$ cat config.mk
export PLATFORM = sky130hd
export DESIGN_NAME = corebus_demux_top
export DESIGN_NICKNAME = d
export VERILOG_FILES = /design/src/verilog/corebus_pkg.sv /design/src/verilog/corebus_addr_map.sv /design/src/verilog/corebus_demux.sv /design/src/verilog/corebus_demux_top.sv /design/src/verilog/corebus_request_router.sv /design/src/verilog/corebus_response_tracker.sv /design/src/verilog/corebus_select_fifo.sv
export VERILOG_INCLUDE_DIRS = /design/src /design/src/verilog
export SDC_FILE = /design/constraint.sdc
export NUM_CORES = 1
export LEC_CHECK = 0
export BUFFER_PORTS_ARGS = -buffer_cell sky130_fd_sc_hd__buf_2
export CAP_MARGIN = 20
export CORE_AREA = 2 2 247 249
export CTS_CLUSTER_DIAMETER = 100
export CTS_CLUSTER_SIZE = 8
export DETAILED_ROUTE_END_ITERATION = 8
export DIE_AREA = 0 0 249 251
export HOLD_SLACK_MARGIN = 0.1
export PLACE_DENSITY_LB_ADDON = 0.3
export SLEW_MARGIN = 40
export SYNTH_ARGS = -nofsm -noshare
export SYNTH_HDL_FRONTEND = slang
export SYNTH_HIERARCHICAL = 1
export SYNTH_SLANG_ARGS = --single-unit
$ cat constraint.sdc
create_clock -name i_clk -period 5.9 [get_ports i_clk]
set_clock_uncertainty 0.1 [all_clocks]
set_input_delay 1.18 -clock i_clk [delete_from_list [all_inputs] [get_ports i_clk]]
set_output_delay 1.18 -clock i_clk [all_outputs]
set_load 0.01 [all_outputs]
$ cat src/verilog/corebus_cfg.svh
`ifndef COREBUS_CFG_SVH
`define COREBUS_CFG_SVH

// ------------------------------
// Bus field widths
// ------------------------------
`define CB_ADDR_WIDTH   32
`define CB_DATA_WIDTH   32
`define CB_ID_WIDTH     4
// Burst length is stored as beats minus one.
`define CB_LENGTH_WIDTH 4

// ------------------------------
// Topology and tracking
// ------------------------------
`define CB_TARGETS      4
// Depth of the write data and response ordering FIFOs.
`define CB_TRACK_DEPTH  8

`endif

$ cat src/verilog/corebus_pkg.sv
`include "corebus_cfg.svh"

package corebus_pkg;

  typedef enum logic [1:0] {
    corebus_read         = 2'd0,
    corebus_write        = 2'd1, // Non-posted, answered by an acknowledge.
    corebus_posted_write = 2'd2
  } corebus_kind;

  // ------------------------------
  // Channel payloads
  // ------------------------------
  typedef struct packed {
    corebus_kind                  kind;
    logic [`CB_ID_WIDTH-1:0]      id;
    logic [`CB_ADDR_WIDTH-1:0]    address;
    logic [`CB_LENGTH_WIDTH-1:0]  length;
  } corebus_command;

  typedef struct packed {
    logic [`CB_DATA_WIDTH-1:0]  data;
    logic                       last;
  } corebus_write_data;

  typedef struct packed {
    logic [`CB_ID_WIDTH-1:0]    id;
    logic [`CB_DATA_WIDTH-1:0]  data;
    logic                       write_ack; // Set on a write acknowledge, clear on read data.
    logic                       last;
  } corebus_response;

  // One bit per target. All zero selects no target.
  typedef logic [`CB_TARGETS-1:0] corebus_select;

  // ------------------------------
  // Kind helpers
  // ------------------------------
  function automatic logic corebus_is_write(corebus_kind kind);
    return (kind == corebus_write) || (kind == corebus_posted_write);
  endfunction

  // Commands that expect a response back at the initiator.
  function automatic logic corebus_is_non_posted(corebus_kind kind);
    return (kind == corebus_read) || (kind == corebus_write);
  endfunction

endpackage

$ cat src/verilog/corebus_addr_map.sv
`timescale 1ns/10ps
`include "corebus_cfg.svh"

module corebus_addr_map (
  input  var logic                        i_clk,
  input  var logic                        i_reset,
  input  var logic                        i_cfg_write,
  input  var logic [3:0]                  i_cfg_address,
  input  var logic [31:0]                 i_cfg_data,
  input  var logic [`CB_ADDR_WIDTH-1:0]   i_address,
  output var corebus_pkg::corebus_select  o_select
);
  localparam int ADDR_WIDTH  = `CB_ADDR_WIDTH;
  localparam int TARGETS     = `CB_TARGETS;
  localparam int INDEX_WIDTH = (TARGETS > 1) ? $clog2(TARGETS) : 1;

  logic [ADDR_WIDTH-1:0]      base [TARGETS];
  logic [ADDR_WIDTH-1:0]      mask [TARGETS];
  logic [INDEX_WIDTH-1:0]     default_target;
  corebus_pkg::corebus_select match;

  // ------------------------------
  // Configuration registers
  // ------------------------------
  always_ff @(posedge i_clk) begin
    if (i_reset) begin
      // Targets start out spread over address bits 29:28.
      for (int i = 0; i < TARGETS; i++) begin
        base[i] <= ADDR_WIDTH'(i) << 28;
        mask[i] <= ADDR_WIDTH'(3) << 28;
      end
      default_target <= '0;
    end else if (i_cfg_write) begin
      for (int i = 0; i < TARGETS; i++) begin
        if (i_cfg_address == 4'(i)) base[i] <= ADDR_WIDTH'(i_cfg_data);
        if (i_cfg_address == 4'(i + TARGETS)) mask[i] <= ADDR_WIDTH'(i_cfg_data);
      end
      if (i_cfg_address == 4'(2 * TARGETS)) begin
        default_target <= i_cfg_data[INDEX_WIDTH-1:0];
      end
    end
  end

  // ------------------------------
  // Address decode
  // ------------------------------
  always_comb begin
    for (int i = 0; i < TARGETS; i++) begin
      match[i] = (i_address & mask[i]) == (base[i] & mask[i]);
    end
  end

  always_comb begin
    if (match == '0) begin
      o_select = corebus_pkg::corebus_select'(1) << default_target;
    end else begin
      o_select = match & (~match + corebus_pkg::corebus_select'(1)); // Lowest hit wins.
    end
  end
endmodule

$ cat src/verilog/corebus_demux.sv
`timescale 1ns/10ps
`include "corebus_cfg.svh"

module corebus_demux (
  input  var logic                            i_command_valid,
  output var logic                            o_command_accept,
  input  var corebus_pkg::corebus_command     i_command,
  input  var logic                            i_write_data_valid,
  output var logic                            o_write_data_accept,
  input  var corebus_pkg::corebus_write_data  i_write_data,
  output var logic                            o_response_valid,
  input  var logic                            i_response_accept,
  output var corebus_pkg::corebus_response    o_response,
  output var logic [`CB_TARGETS-1:0]          o_target_command_valid,
  input  var logic [`CB_TARGETS-1:0]          i_target_command_accept,
  output var corebus_pkg::corebus_command     o_target_command [`CB_TARGETS],
  output var logic [`CB_TARGETS-1:0]          o_target_write_data_valid,
  input  var logic [`CB_TARGETS-1:0]          i_target_write_data_accept,
  output var corebus_pkg::corebus_write_data  o_target_write_data [`CB_TARGETS],
  input  var logic [`CB_TARGETS-1:0]          i_target_response_valid,
  output var logic [`CB_TARGETS-1:0]          o_target_response_accept,
  input  var corebus_pkg::corebus_response    i_target_response [`CB_TARGETS],
  input  var corebus_pkg::corebus_select      i_command_select,
  input  var corebus_pkg::corebus_select      i_write_data_select,
  input  var corebus_pkg::corebus_select      i_response_select,
  output var logic                            o_command_fire,
  output var logic                            o_write_last_fire,
  output var logic                            o_response_last_fire
);
  // ------------------------------
  // Request side
  // ------------------------------
  always_comb begin
    o_target_command_valid    = i_command_select & {`CB_TARGETS{i_command_valid}};
    o_command_accept          = |(i_command_select & i_target_command_accept);
    o_target_write_data_valid = i_write_data_select & {`CB_TARGETS{i_write_data_valid}};
    o_write_data_accept       = |(i_write_data_select & i_target_write_data_accept);
    for (int i = 0; i < `CB_TARGETS; i++) begin
      o_target_command[i]    = i_command; // Payloads go to every target.
      o_target_write_data[i] = i_write_data;
    end
  end

  // ------------------------------
  // Response side
  // ------------------------------
  always_comb begin
    o_target_response_accept = i_response_select & {`CB_TARGETS{i_response_accept}};
    o_response_valid         = 1'b0;
    o_response               = '0;
    for (int i = 0; i < `CB_TARGETS; i++) begin
      if (i_response_select[i]) begin
        o_response_valid = i_target_response_valid[i];
        o_response       = i_target_response[i];
      end
    end
  end

  always_comb begin
    o_command_fire       = i_command_valid && o_command_accept;
    o_write_last_fire    = i_write_data_valid && o_write_data_accept && i_write_data.last;
    o_response_last_fire = o_response_valid && i_response_accept && o_response.last;
  end
endmodule

$ cat src/verilog/corebus_demux_top.sv
`timescale 1ns/10ps
`include "corebus_cfg.svh"

module corebus_demux_top (
  input  var logic                            i_clk,
  input  var logic                            i_reset,
  input  var logic                            i_cfg_write,
  input  var logic [3:0]                      i_cfg_address,
  input  var logic [31:0]                     i_cfg_data,
  input  var logic                            i_command_valid,
  output var logic                            o_command_accept,
  input  var corebus_pkg::corebus_command     i_command,
  input  var logic                            i_write_data_valid,
  output var logic                            o_write_data_accept,
  input  var corebus_pkg::corebus_write_data  i_write_data,
  output var logic                            o_response_valid,
  input  var logic                            i_response_accept,
  output var corebus_pkg::corebus_response    o_response,
  output var logic [`CB_TARGETS-1:0]          o_target_command_valid,
  input  var logic [`CB_TARGETS-1:0]          i_target_command_accept,
  output var corebus_pkg::corebus_command     o_target_command [`CB_TARGETS],
  output var logic [`CB_TARGETS-1:0]          o_target_write_data_valid,
  input  var logic [`CB_TARGETS-1:0]          i_target_write_data_accept,
  output var corebus_pkg::corebus_write_data  o_target_write_data [`CB_TARGETS],
  input  var logic [`CB_TARGETS-1:0]          i_target_response_valid,
  output var logic [`CB_TARGETS-1:0]          o_target_response_accept,
  input  var corebus_pkg::corebus_response    i_target_response [`CB_TARGETS]
);
  corebus_pkg::corebus_select decoded_select;
  corebus_pkg::corebus_select command_select;
  corebus_pkg::corebus_select write_data_select;
  corebus_pkg::corebus_select response_select;
  logic                       command_fire;
  logic                       write_last_fire;
  logic                       response_last_fire;
  logic                       tracker_full;

  // ------------------------------
  // Routing control
  // ------------------------------
  corebus_addr_map u_addr_map (
    .i_clk          (i_clk              ),
    .i_reset        (i_reset            ),
    .i_cfg_write    (i_cfg_write        ),
    .i_cfg_address  (i_cfg_address      ),
    .i_cfg_data     (i_cfg_data         ),
    .i_address      (i_command.address  ),
    .o_select       (decoded_select     )
  );

  corebus_request_router u_request_router (
    .i_clk                (i_clk              ),
    .i_reset              (i_reset            ),
    .i_command_valid      (i_command_valid    ),
    .i_command            (i_command          ),
    .i_decoded_select     (decoded_select     ),
    .i_command_fire       (command_fire       ),
    .i_write_last_fire    (write_last_fire    ),
    .i_tracker_full       (tracker_full       ),
    .o_command_select     (command_select     ),
    .o_write_data_select  (write_data_select  )
  );

  corebus_response_tracker u_response_tracker (
    .i_clk                (i_clk              ),
    .i_reset              (i_reset            ),
    .i_command            (i_command          ),
    .i_command_select     (command_select     ),
    .i_command_fire       (command_fire       ),
    .i_response_last_fire (response_last_fire ),
    .o_response_select    (response_select    ),
    .o_full               (tracker_full       )
  );

  // ------------------------------
  // Channel switch
  // ------------------------------
  corebus_demux u_demux (
    .i_command_valid            (i_command_valid            ),
    .o_command_accept           (o_command_accept           ),
    .i_command                  (i_command                  ),
    .i_write_data_valid         (i_write_data_valid         ),
    .o_write_data_accept        (o_write_data_accept        ),
    .i_write_data               (i_write_data               ),
    .o_response_valid           (o_response_valid           ),
    .i_response_accept          (i_response_accept          ),
    .o_response                 (o_response                 ),
    .o_target_command_valid     (o_target_command_valid     ),
    .i_target_command_accept    (i_target_command_accept    ),
    .o_target_command           (o_target_command           ),
    .o_target_write_data_valid  (o_target_write_data_valid  ),
    .i_target_write_data_accept (i_target_write_data_accept ),
    .o_target_write_data        (o_target_write_data        ),
    .i_target_response_valid    (i_target_response_valid    ),
    .o_target_response_accept   (o_target_response_accept   ),
    .i_target_response          (i_target_response          ),
    .i_command_select           (command_select             ),
    .i_write_data_select        (write_data_select          ),
    .i_response_select          (response_select            ),
    .o_command_fire             (command_fire               ),
    .o_write_last_fire          (write_last_fire            ),
    .o_response_last_fire       (response_last_fire         )
  );
endmodule

$ cat src/verilog/corebus_request_router.sv
`timescale 1ns/10ps
`include "corebus_cfg.svh"

module corebus_request_router (
  input  var logic                        i_clk,
  input  var logic                        i_reset,
  input  var logic                        i_command_valid,
  input  var corebus_pkg::corebus_command i_command,
  input  var corebus_pkg::corebus_select  i_decoded_select,
  input  var logic                        i_command_fire,
  input  var logic                        i_write_last_fire,
  input  var logic                        i_tracker_full,
  output var corebus_pkg::corebus_select  o_command_select,
  output var corebus_pkg::corebus_select  o_write_data_select
);
  logic write_kind;
  logic non_posted_kind;
  logic write_fifo_full;
  logic stall;
  logic write_push;

  // ------------------------------
  // Command select
  // ------------------------------
  always_comb begin
    write_kind      = corebus_pkg::corebus_is_write(i_command.kind);
    non_posted_kind = corebus_pkg::corebus_is_non_posted(i_command.kind);
    // A command waits until every tracker it needs has a free entry.
    stall = (write_kind && write_fifo_full) || (non_posted_kind && i_tracker_full);
  end

  always_comb begin
    if (i_command_valid && !stall) begin
      o_command_select = i_decoded_select;
    end else begin
      o_command_select = '0; // No target sees the command, so it is not accepted.
    end
  end

  // ------------------------------
  // Write data ownership
  // ------------------------------
  // Each write command leaves its target in the FIFO, and the head entry
  // owns the data channel until the last beat of its burst is accepted.
  assign write_push = i_command_fire && write_kind;

  corebus_select_fifo #(
    .DEPTH  (`CB_TRACK_DEPTH  )
  ) u_write_data_fifo (
    .i_clk          (i_clk                ),
    .i_reset        (i_reset              ),
    .i_push         (write_push           ),
    .i_push_select  (o_command_select     ),
    .i_pop          (i_write_last_fire    ),
    .o_head_select  (o_write_data_select  ),
    .o_full         (write_fifo_full      )
  );
endmodule

$ cat src/verilog/corebus_response_tracker.sv
`timescale 1ns/10ps
`include "corebus_cfg.svh"

module corebus_response_tracker (
  input  var logic                        i_clk,
  input  var logic                        i_reset,
  input  var corebus_pkg::corebus_command i_command,
  input  var corebus_pkg::corebus_select  i_command_select,
  input  var logic                        i_command_fire,
  input  var logic                        i_response_last_fire,
  output var corebus_pkg::corebus_select  o_response_select,
  output var logic                        o_full
);
  logic track_push;

  // Posted writes never answer, so they take no entry.
  assign track_push = i_command_fire && corebus_pkg::corebus_is_non_posted(i_command.kind);

  // ------------------------------
  // Outstanding command order
  // ------------------------------
  // The head entry is the only target allowed to answer. Responses from the
  // other targets wait in those targets until the older bursts complete.
  corebus_select_fifo #(
    .DEPTH  (`CB_TRACK_DEPTH  )
  ) u_order_fifo (
    .i_clk          (i_clk                  ),
    .i_reset        (i_reset                ),
    .i_push         (track_push             ),
    .i_push_select  (i_command_select       ),
    .i_pop          (i_response_last_fire   ),
    .o_head_select  (o_response_select      ),
    .o_full         (o_full                 )
  );
endmodule

$ cat src/verilog/corebus_select_fifo.sv
`timescale 1ns/10ps
`include "corebus_cfg.svh"

module corebus_select_fifo #(
  parameter int DEPTH = `CB_TRACK_DEPTH
)(
  input  var logic                        i_clk,
  input  var logic                        i_reset,
  input  var logic                        i_push,
  input  var corebus_pkg::corebus_select  i_push_select,
  input  var logic                        i_pop,
  output var corebus_pkg::corebus_select  o_head_select,
  output var logic                        o_full
);
  localparam int PTR_WIDTH   = (DEPTH > 1) ? $clog2(DEPTH) : 1;
  localparam int COUNT_WIDTH = $clog2(DEPTH + 1);

  corebus_pkg::corebus_select storage [DEPTH];
  logic [PTR_WIDTH-1:0]       write_ptr;
  logic [PTR_WIDTH-1:0]       read_ptr;
  logic [COUNT_WIDTH-1:0]     count;
  logic                       empty;
  logic                       push_enable;
  logic                       pop_enable;

  function automatic logic [PTR_WIDTH-1:0] advance(logic [PTR_WIDTH-1:0] ptr);
    if (ptr == PTR_WIDTH'(DEPTH - 1)) begin
      return '0;
    end
    return ptr + PTR_WIDTH'(1);
  endfunction

  always_comb begin
    empty       = count == '0;
    o_full      = count == COUNT_WIDTH'(DEPTH);
    push_enable = i_push && !o_full;
    pop_enable  = i_pop && !empty;
  end

  // An empty FIFO shows no target at its head.
  assign o_head_select = empty ? '0 : storage[read_ptr];

  always_ff @(posedge i_clk) begin
    if (push_enable) begin
      storage[write_ptr] <= i_push_select;
    end
  end

  always_ff @(posedge i_clk) begin
    if (i_reset) begin
      write_ptr <= '0;
      read_ptr  <= '0;
      count     <= '0;
    end else begin
      if (push_enable) write_ptr <= advance(write_ptr);
      if (pop_enable) read_ptr <= advance(read_ptr);
      if (push_enable != pop_enable) begin
        count <= push_enable ? count + COUNT_WIDTH'(1) : count - COUNT_WIDTH'(1);
      end
    end
  end
endmodule
==> results of run 1 <==
report_power, final:
part | switching [mW] | internal, mW
sequential | 0.0401 | 2.80
combinational | 0.346 | 0.209
clock | 1.04 | 1.59
total | 1.43 | 4.60
cells by family after synthesis:
logic type | Yosys count
DFF | 348
adders and majority gates | 16
buffers and inverters | 379
and+or+nand+nor | 491
xor gates and xnor gates | 132
muxes | 34
AOI/OAI and AO/OA | 186
layer usage:
| metal | GRT usage, % | share of wire [%] |
|---|---|---|
| met5 | 1.47 | 0.37 |
| met4 | 5.35 | 2.7 |
| met2 | 30.3 | 49 |
| met3 | 7.55 | 9.7 |
| met1 | 20.0 | 38 |
final cells by class:
type / count / area share (%)
sequential: 348 / 46.4
timing repair buffer: 467 / 11.3
antenna: 4 / 0.0456
tap: 782 / 4.46
clock inverter: 3 / 0.268
clock buffer: 89 / 6.37
inverter: 10 / 0.217
multi-input combinational: 859 / 30.9
sequential cells by signal (all words and copies together) (netlist names), named ones only:
signal and cells:
u_response_tracker/u_order_fifo/count 4, u_response_tracker/u_order_fifo/storage 32, u_request_router/u_write_data_fifo/read_ptr 3, u_addr_map/mask 128
u_response_tracker/u_order_fifo/read_ptr 3, u_addr_map/default_target 2, u_request_router/u_write_data_fifo/storage 32, u_addr_map/base 128
u_request_router/u_write_data_fifo/write_ptr 3, u_request_router/u_write_data_fifo/count 4, u_response_tracker/u_order_fifo/write_ptr 3
placed cells by master (no fill, tap or decap), types with 4 or more instances in the layout:
master and instances:
sky130_fd_sc_hd__nor3b_1 9, sky130_fd_sc_hd__nor4_1 6, sky130_fd_sc_hd__a221oi_1 5, sky130_fd_sc_hd__buf_2 433, sky130_fd_sc_hd__nor3_1 15, sky130_fd_sc_hd__xor2_1 128
sky130_fd_sc_hd__a211oi_2 4, sky130_fd_sc_hd__nand3b_1 6, sky130_fd_sc_hd__o31ai_1 5, sky130_fd_sc_hd__dfxtp_1 28, sky130_fd_sc_hd__nand2b_1 13, sky130_fd_sc_hd__a21oi_1 16
sky130_fd_sc_hd__xnor2_1 4, sky130_fd_sc_hd__and4_1 4, sky130_fd_sc_hd__mux2i_1 18, sky130_fd_sc_hd__nand2_1 56, sky130_fd_sc_hd__or3_1 6, sky130_fd_sc_hd__edfxtp_1 320
sky130_fd_sc_hd__a211oi_1 6, sky130_fd_sc_hd__ha_1 14, sky130_fd_sc_hd__clkbuf_16 50, sky130_fd_sc_hd__nand4_1 16, sky130_fd_sc_hd__nand3_1 9, sky130_fd_sc_hd__nor2_4 5
sky130_fd_sc_hd__inv_1 8, sky130_fd_sc_hd__a221oi_2 30, sky130_fd_sc_hd__nor2b_1 37, sky130_fd_sc_hd__mux4_2 16, sky130_fd_sc_hd__clkbuf_1 39, sky130_fd_sc_hd__diode_2 4
sky130_fd_sc_hd__o31ai_2 30, sky130_fd_sc_hd__nor2_1 30, sky130_fd_sc_hd__a22oi_1 68, sky130_fd_sc_hd__buf_4 29, sky130_fd_sc_hd__and2_1 258
through the flow:
step / cell area [um2] / utilization, %
finish: 21900 / 36.7
global route: 21900 / 36.7
CTS: 21900 / 36.6
detailed placement: 20400 / 34.2
global placement: 20400 / 34.1
floorplan: 19600 / -
worst max-delay path: cells and delay by family, from the launching register on:
kind | cells | cell delay [ps]
flops | 1 | 660
compound gates | 2 | 460
buf+inv | 2 | 640
simple gates | 2 | 1050
mux | 2 | 420
worst paths after layout:
kind / from / slack, ps / endpoint
setup / recovery: flop / 800 / o_response[18]
hold / removal: u_request_router/u_write_data_fifo/write_ptr[2]$_SDFFE_PP0P_ / 450 / u_request_router/u_write_data_fifo/write_ptr[2]$_SDFFE_PP0P_
setup reg to reg: u_addr_map/base[3][26]$_SDFFCE_PN0P_ / 1610 / u_request_router/u_write_data_fifo/count[3]$_SDFFE_PP0P_
hold reg to reg: u_request_router/u_write_data_fifo/write_ptr[2]$_SDFFE_PP0P_ / 450 / u_request_router/u_write_data_fifo/write_ptr[2]$_SDFFE_PP0P_
==> Implementation_results.wiki, run 1 <==
{| class="wikitable"
! Metric !! Value
|-
| Setup repair after global routing missed its margin || no
|-
| Worst setup margin || 803 ps
|-
| Arithmetic-cell share of the synthesized area counting full adders, half adders and majority gates || 1.10%
|-
| Number of cells in the finished layout apart from fillers || 2,562
|-
| Peak per-stage delay on the critical path || 660 ps
|-
| Synthesized-area fraction occupied by and/or/nand/nor cells || 15.0%
|-
| Yosys reg bits || 348
|-
| Min-Delay Path Class || flop to flop
|-
| Critical-path cell with the highest stage delay || sky130_fd_sc_hd__dfxtp_1
|-
| Post-synthesis compound-gate area fraction || 9.23%
|-
| Die Y || 251 um
|-
| Maximum number of pins on one net before global-route repair || 53
|-
| Post-Place Cells || 2,465
|-
| Wire length after detailed routing || 57,100 um
|-
| Clock slew at reported path FFs || 50 ps
|-
| Cell Pwr Density || 275 mW/mm2
|-
| Avg Inst Size Synth || 12.3 um2
|-
| Setup tns final || 0 ps
|-
| Top cells by count, synth || sky130_fd_sc_hd__edfxtp_1 (320), sky130_fd_sc_hd__buf_4 (304), sky130_fd_sc_hd__and2_1 (258)
|-
| Type of element capturing the critical path || primary output
|-
| Sequence of cells on the critical path || mux4_2, mux2i_1, nor2_1, nor2b_4, buf_4, a221oi_2, o31ai_2, buf_2
|-
| Drt pass-1 iters || 5
|-
| Yosys top cell by area || sky130_fd_sc_hd__edfxtp_1
|-
| Clock H-tree levels || 2
|-
| Count of routing violations after the opening detailed-route iteration || 803
|-
| Total CTS buffers || 49
|-
| Maximum vdd drop || 0.000171 V
|-
| Buffers inserted by post-CTS timing repair || 0
|-
| Area grow syn2layout || 12.1%
|-
| Period utilisation layout || 86.4%
|-
| Data arrival time of the worst path || 3820 ps
|-
| Aggregate global routing overflow || 0
|-
| Initial core utilization || 32.7%
|-
| Count of mapped cells out of synthesis || 1,586
|-
| Outcome || finished, final reports clean
|-
| Final setup violating endpoints || 0
|-
| Max-capacitance violation count || 0
|-
| Asr flop ratio synth || 0%
|-
| CP startpoint kind || flop
|-
| Synthesized-area fraction occupied by xor and xnor cells || 5.91%
|-
| Required arrival time at the worst endpoint || 4620 ps
|-
| Vias after detailed routing || 12,337
|-
| CTS Hold Buffers Added || 0
|-
| Clock root cell || sky130_fd_sc_hd__clkbuf_16
|-
| Cell row count || 90
|-
| Multiplexer area fraction after synthesis || 2.76%
|-
| Top cell type's share of synthesized area || 49.1%
|-
| Count of buffers inserted at the top-level ports || 433
|-
| EDFF count, synth || 320
|-
| Max-Slew Margin vs Limit || 45.8%
|-
| Area of the mapped netlist || 0.0196 mm2
|-
| Number of cells traversed by the worst hold path || 2
|-
| Vias per cell || 4.82
|-
| Initial antenna violation count || 15
|-
| Type of the worst setup path || flop to primary output
|-
| Count of distinct cell types in the synthesized netlist || 60
|-
| Hold violation total from the final report || 0
|-
| Net count, final || 2,032
|-
| Most common flop cell mapped by yosys || sky130_fd_sc_hd__edfxtp_1
|-
| Leak Pwr || 8.45 nW
|-
| # clock sinks || 348
|-
| I/O pins || 634
|-
| Post-synthesis sequential area ratio || 52.0%
|-
| Crit path time final || 5100 ps
|-
| X dimension of the die || 249 um
|-
| Overall fraction of global-route tracks in use || 17.8%
|-
| Setup WS pre-CTS || 579 ps
|-
| Final max-slew violation count || 0
|-
| Antenna-violating nets left || 0
|-
| DRC violations left || 0
|-
| Number of warnings printed during yosys synthesis || 6
|-
| Total nets after synthesis || 1,883
|-
| First-pass GRT wire length || 82,300 um
|-
| Post-Route Hold Slack || 446 ps
|-
| Max frequency || 196 MHz
|-
| Fraction of final layout cells with drive strength greater than 1 || 35.6%
|-
| Total area of sequential cells || 0.0102 mm2
|-
| Global placer's final weighted congestion || 0.898
|-
| Clock tree from TritonCTS || done
|-
| Dominant combinational cell family by area after synthesis || simple AND/OR/NAND/NOR gates
|-
| Clock Latency Late Sink || 590 ps
|-
| Path depth of the worst reg2reg path || 17
|-
| Leading cell types by total area after synthesis || sky130_fd_sc_hd__edfxtp_1 (49%), sky130_fd_sc_hd__buf_4 (12%), sky130_fd_sc_hd__and2_1 (8.3%)
|-
| Filler cells || 5,851
|-
| Transition time at the pin with the least slew margin || 808 ps
|-
| Area taken by multi-input logic gates || 0.00678 mm2
|-
| Number of global-route vias before repair || 12,296
|-
| Most instantiated library cell after synthesis || sky130_fd_sc_hd__edfxtp_1
|-
| Total half-perimeter wirelength after legalization and detailed placement || 43,300 um
|-
| Routed length per instance || 22.3 um
|-
| Post-cts repair resize count || 0
|-
| Total power of the final layout || 6.04 mW
|-
| Die Outline Area || 0.0625 mm2
|-
| Area of the placeable core || 0.0598 mm2
|-
| Peak fanout along the critical path || 20
|-
| Maximum count of clock buffers along a single path || 3
|}
No activity file was read; power rests on OpenSTA's default activity.
==> run 2: changes to the inputs <==
--- a/config.mk
+++ b/config.mk
@@ -6,13 +6,15 @@
 export SDC_FILE = /design/constraint.sdc
 export NUM_CORES = 1
 export LEC_CHECK = 0
+export ABC_AREA = 1
 export BUFFER_PORTS_ARGS = -buffer_cell sky130_fd_sc_hd__buf_2
 export CAP_MARGIN = 20
-export CORE_AREA = 2 2 247 249
+export CORE_AREA = 2 2 248 250
+export CTS_BUF_LIST = sky130_fd_sc_hd__clkbuf_16
 export CTS_CLUSTER_DIAMETER = 100
 export CTS_CLUSTER_SIZE = 8
 export DETAILED_ROUTE_END_ITERATION = 8
-export DIE_AREA = 0 0 249 251
+export DIE_AREA = 0 0 250 252
 export HOLD_SLACK_MARGIN = 0.1
 export PLACE_DENSITY_LB_ADDON = 0.3
 export SLEW_MARGIN = 40
==> Implementation_results.wiki, run 2 <==
{| class="wikitable"
! Metric !! Value
|-
| Count of buffers inserted at the top-level ports || 433
|-
| Leading cell type in the layout, fill and taps excluded || sky130_fd_sc_hd__nand2_1
|-
| Vias per cell || 4.77
|-
| Portion of total power attributed to sequential cells || 40.6%
|-
| Post-Place Cells || 3,145
|-
| Count of routing violations after the opening detailed-route iteration || 1,236
|-
| Total half-perimeter wirelength after legalization and detailed placement || 47,900 um
|-
| Post-Route Hold Slack || 394 ps
|-
| Count of mapped cells out of synthesis || 2,276
|-
| Regs by FF count || u_addr_map/base: 128 flops, u_addr_map/mask: 128 flops
|-
| Setup WS pre-CTS || 976 ps
|-
| Switching power || 2.28 mW
|-
| Hold violation total from the final report || 0
|-
| Max-capacitance violation count || 0
|-
| Die Y || 252 um
|-
| Cell family with most CP delay || buffers and inverters
|-
| Final core utilization || 36.1%
|-
| Maximum number of pins on one net before global-route repair || 43
|-
| Post-route cell area || 0.0217 mm2
|-
| Die Outline Area || 0.0630 mm2
|-
| Cell Pwr Density || 328 mW/mm2
|-
| Filler cells || 6,064
|-
| Net count, final || 2,711
|-
| Setup tns final || 0 ps
|-
| Setup repair after global routing missed its margin || no
|-
| Buffers inserted by post-CTS timing repair || 0
|-
| Vias after detailed routing || 15,332
|-
| CP startpoint kind || flop
|-
| Outcome || finished, final reports clean
|-
| Sequence of cells on the critical path || clkinv_2, o21ai_0, o22ai_1, nor2_1, nor2_4, buf_4, inv_2, o211ai_1, nand2_1, buf_2
|-
| Yosys top cell by area || sky130_fd_sc_hd__edfxtp_1
|-
| I/O pins || 634
|-
| Total power of the final layout || 7.12 mW
|-
| Asr flop ratio synth || 0%
|-
| Data arrival time of the worst path || 3760 ps
|-
| Clock root cell || sky130_fd_sc_hd__clkbuf_16
|-
| Fraction of power consumed by combinational cells || 24.4%
|-
| X dimension of the die || 250 um
|-
| Clock slew at reported path FFs || 50 ps
|-
| Internal Dissipation || 4.85 mW
|-
| Peak per-stage delay on the critical path || 680 ps
|-
| Total nets after synthesis || 2,573
|-
| Required arrival time at the worst endpoint || 4620 ps
|-
| Area of the mapped netlist || 0.0197 mm2
|-
| Wire length after detailed routing || 65,900 um
|-
| Clock Latency Late Sink || 580 ps
|-
| Antenna-violating nets left || 0
|-
| Count of distinct cell types in the synthesized netlist || 44
|-
| Number of warnings printed during yosys synthesis || 6
|-
| Clock tree from TritonCTS || done
|-
| Top cells by count, synth || sky130_fd_sc_hd__nand2_1 (556), sky130_fd_sc_hd__nor2_1 (393), sky130_fd_sc_hd__edfxtp_1 (320)
|-
| Area taken by multi-input logic gates || 0.00602 mm2
|-
| Type of element capturing the critical path || primary output
|-
| DRC violations left || 0
|-
| # clock sinks || 348
|-
| Final setup violating endpoints || 0
|-
| Maximum vdd drop || 0.000196 V
|-
| Aggregate global routing overflow || 0
|-
| Number of cells in the finished layout apart from fillers || 3,215
|-
| Buf+Inv Stages, Crit Path || 4
|-
| Post-synthesis sequential area ratio || 51.6%
|-
| Min-Delay Path Class || flop to flop
|-
| Transition time at the pin with the least slew margin || 827 ps
|-
| Total CTS buffers || 49
|-
| Peak fanout along the critical path || 42
|-
| Cell area reported after detailed placement || 0.0203 mm2
|-
| Total area of sequential cells || 0.0102 mm2
|-
| Maximum count of clock buffers along a single path || 3
|-
| Global placer's final weighted congestion || 0.977
|-
| Avg Inst Size Synth || 8.65 um2
|-
| Switching Fraction || 32.0%
|-
| Number of global-route vias before repair || 14,716
|-
| Most instantiated library cell after synthesis || sky130_fd_sc_hd__nand2_1
|-
| Fraction of final layout cells with drive strength greater than 1 || 23.1%
|-
| Leak Pwr || 10.1 nW
|-
| Leading cell types by total area after synthesis || sky130_fd_sc_hd__edfxtp_1 (49%), sky130_fd_sc_hd__buf_4 (12%), sky130_fd_sc_hd__nand2_1 (11%)
|-
| Cell row count || 90
|-
| Most common flop cell mapped by yosys || sky130_fd_sc_hd__edfxtp_1
|-
| First-pass GRT wire length || 93,900 um
|-
| Period utilisation layout || 85.4%
|-
| Area of the placeable core || 0.0601 mm2
|-
| Top cell type's share of synthesized area || 48.8%
|-
| Clock power frac || 35.0%
|-
| Overall fraction of global-route tracks in use || 20.3%
|-
| Max frequency || 199 MHz
|-
| Final max-slew violation count || 0
|-
| Clock H-tree levels || 2
|-
| Crit path time final || 5040 ps
|-
| Worst setup margin || 864 ps
|-
| Routed length per instance || 20.5 um
|-
| Initial antenna violation count || 8
|-
| Initial core utilization || 32.7%
|-
| Drt pass-1 iters || 8
|-
| Critical-path cell with the highest stage delay || sky130_fd_sc_hd__dfxtp_1
|-
| CTS Hold Buffers Added || 0
|-
| Yosys reg bits || 348
|-
| Type of the worst setup path || flop to primary output
|-
| Post-cts repair resize count || 0
|-
| Leading cell types in the layout, fill and taps excluded || sky130_fd_sc_hd__nand2_1 (555), sky130_fd_sc_hd__buf_2 (433), sky130_fd_sc_hd__nor2_1 (390)
|-
| Area grow syn2layout || 10.1%
|-
| Max-Slew Margin vs Limit || 44.8%
|-
| EDFF count, synth || 320
|}
[run 2: cell types whose count changed after synthesis, moves of 68 or more]
cell / change
sky130_fd_sc_hd__a22oi_1: -68
sky130_fd_sc_hd__and2_1: -257
sky130_fd_sc_hd__inv_1: +202
sky130_fd_sc_hd__nand2_1: +499
sky130_fd_sc_hd__nand3_1: +125
sky130_fd_sc_hd__nor2_1: +357
sky130_fd_sc_hd__xor2_1: -127
[run 2: path summary, 6_finish.rpt]
path	startpoint	endpoint	slack, ps	depth (start not counted)
setup / recovery	flop	o_response[14]	860	10
hold / removal	u_response_tracker/u_order_fifo/read_ptr[1]$_SDFFE_PP0P_	u_response_tracker/u_order_fifo/read_ptr[1]$_SDFFE_PP0P_	390	2
setup reg to reg	flop	u_response_tracker/u_order_fifo/count[2]$_SDFFE_PP0P_	1960	17
hold reg to reg	u_response_tracker/u_order_fifo/read_ptr[1]$_SDFFE_PP0P_	u_response_tracker/u_order_fifo/read_ptr[1]$_SDFFE_PP0P_	390	2
[run 2: worst reg2reg max path: cells and delay by family (launching register included)]
kind | cells | cell delay [ps]
AO/OA/AOI/OAI | 3 | 560
buffers and inverters | 5 | 1350
flip-flops | 1 | 680
AND/OR/NAND/NOR | 9 | 1140
[run 2: area by class of cell]
| class | count | area share (%) |
|---|---|---|
| clock inverters | 20 | 0.565 |
| inverters | 226 | 3.98 |
| repair buffers | 449 | 10.6 |
| diodes | 1 | 0.0115 |
| multi-input cells | 1340 | 27.7 |
| flip-flops and latches | 348 | 46.9 |
| clock buffers | 49 | 5.65 |
| well taps | 782 | 4.51 |
[run 2: kinds of logic (layout without fill, tap and decap cells)]
kind of cell	Yosys count	count (layout)	synth area share [%]
fa+ha+maj	16	16	1.09
buf+inv	588	744	17.9
simple gates	1154	1154	24.1
xor+xnor	2	2	0.0890
flops	348	348	51.6
other cells	0	1	0
compound gates	168	168	5.12
[run 2: metal layers]
metal | vias up | part of all wire (%) | GRT usage, % | routed length [um]
met5 | - | 0.30 | 1.62 | 201
met4 | 14 | 3.8 | 7.92 | 2530
met3 | 124 | 9.8 | 6.76 | 6460
met2 | 755 | 49 | 35.3 | 32100
met1 | 7163 | 37 | 22.7 | 24600
li1 | 7276 | - | - | -
[run 2: power groups by stage]
stage	clock network (mW)	registers (mW)	logic, mW
after floorplan	0	2.92	1.15
after global placement	0	2.93	1.74
after detailed placement	0	2.94	1.76
after CTS	2.56	2.89	1.77
after global routing	2.65	2.91	1.89
final	2.49	2.89	1.74
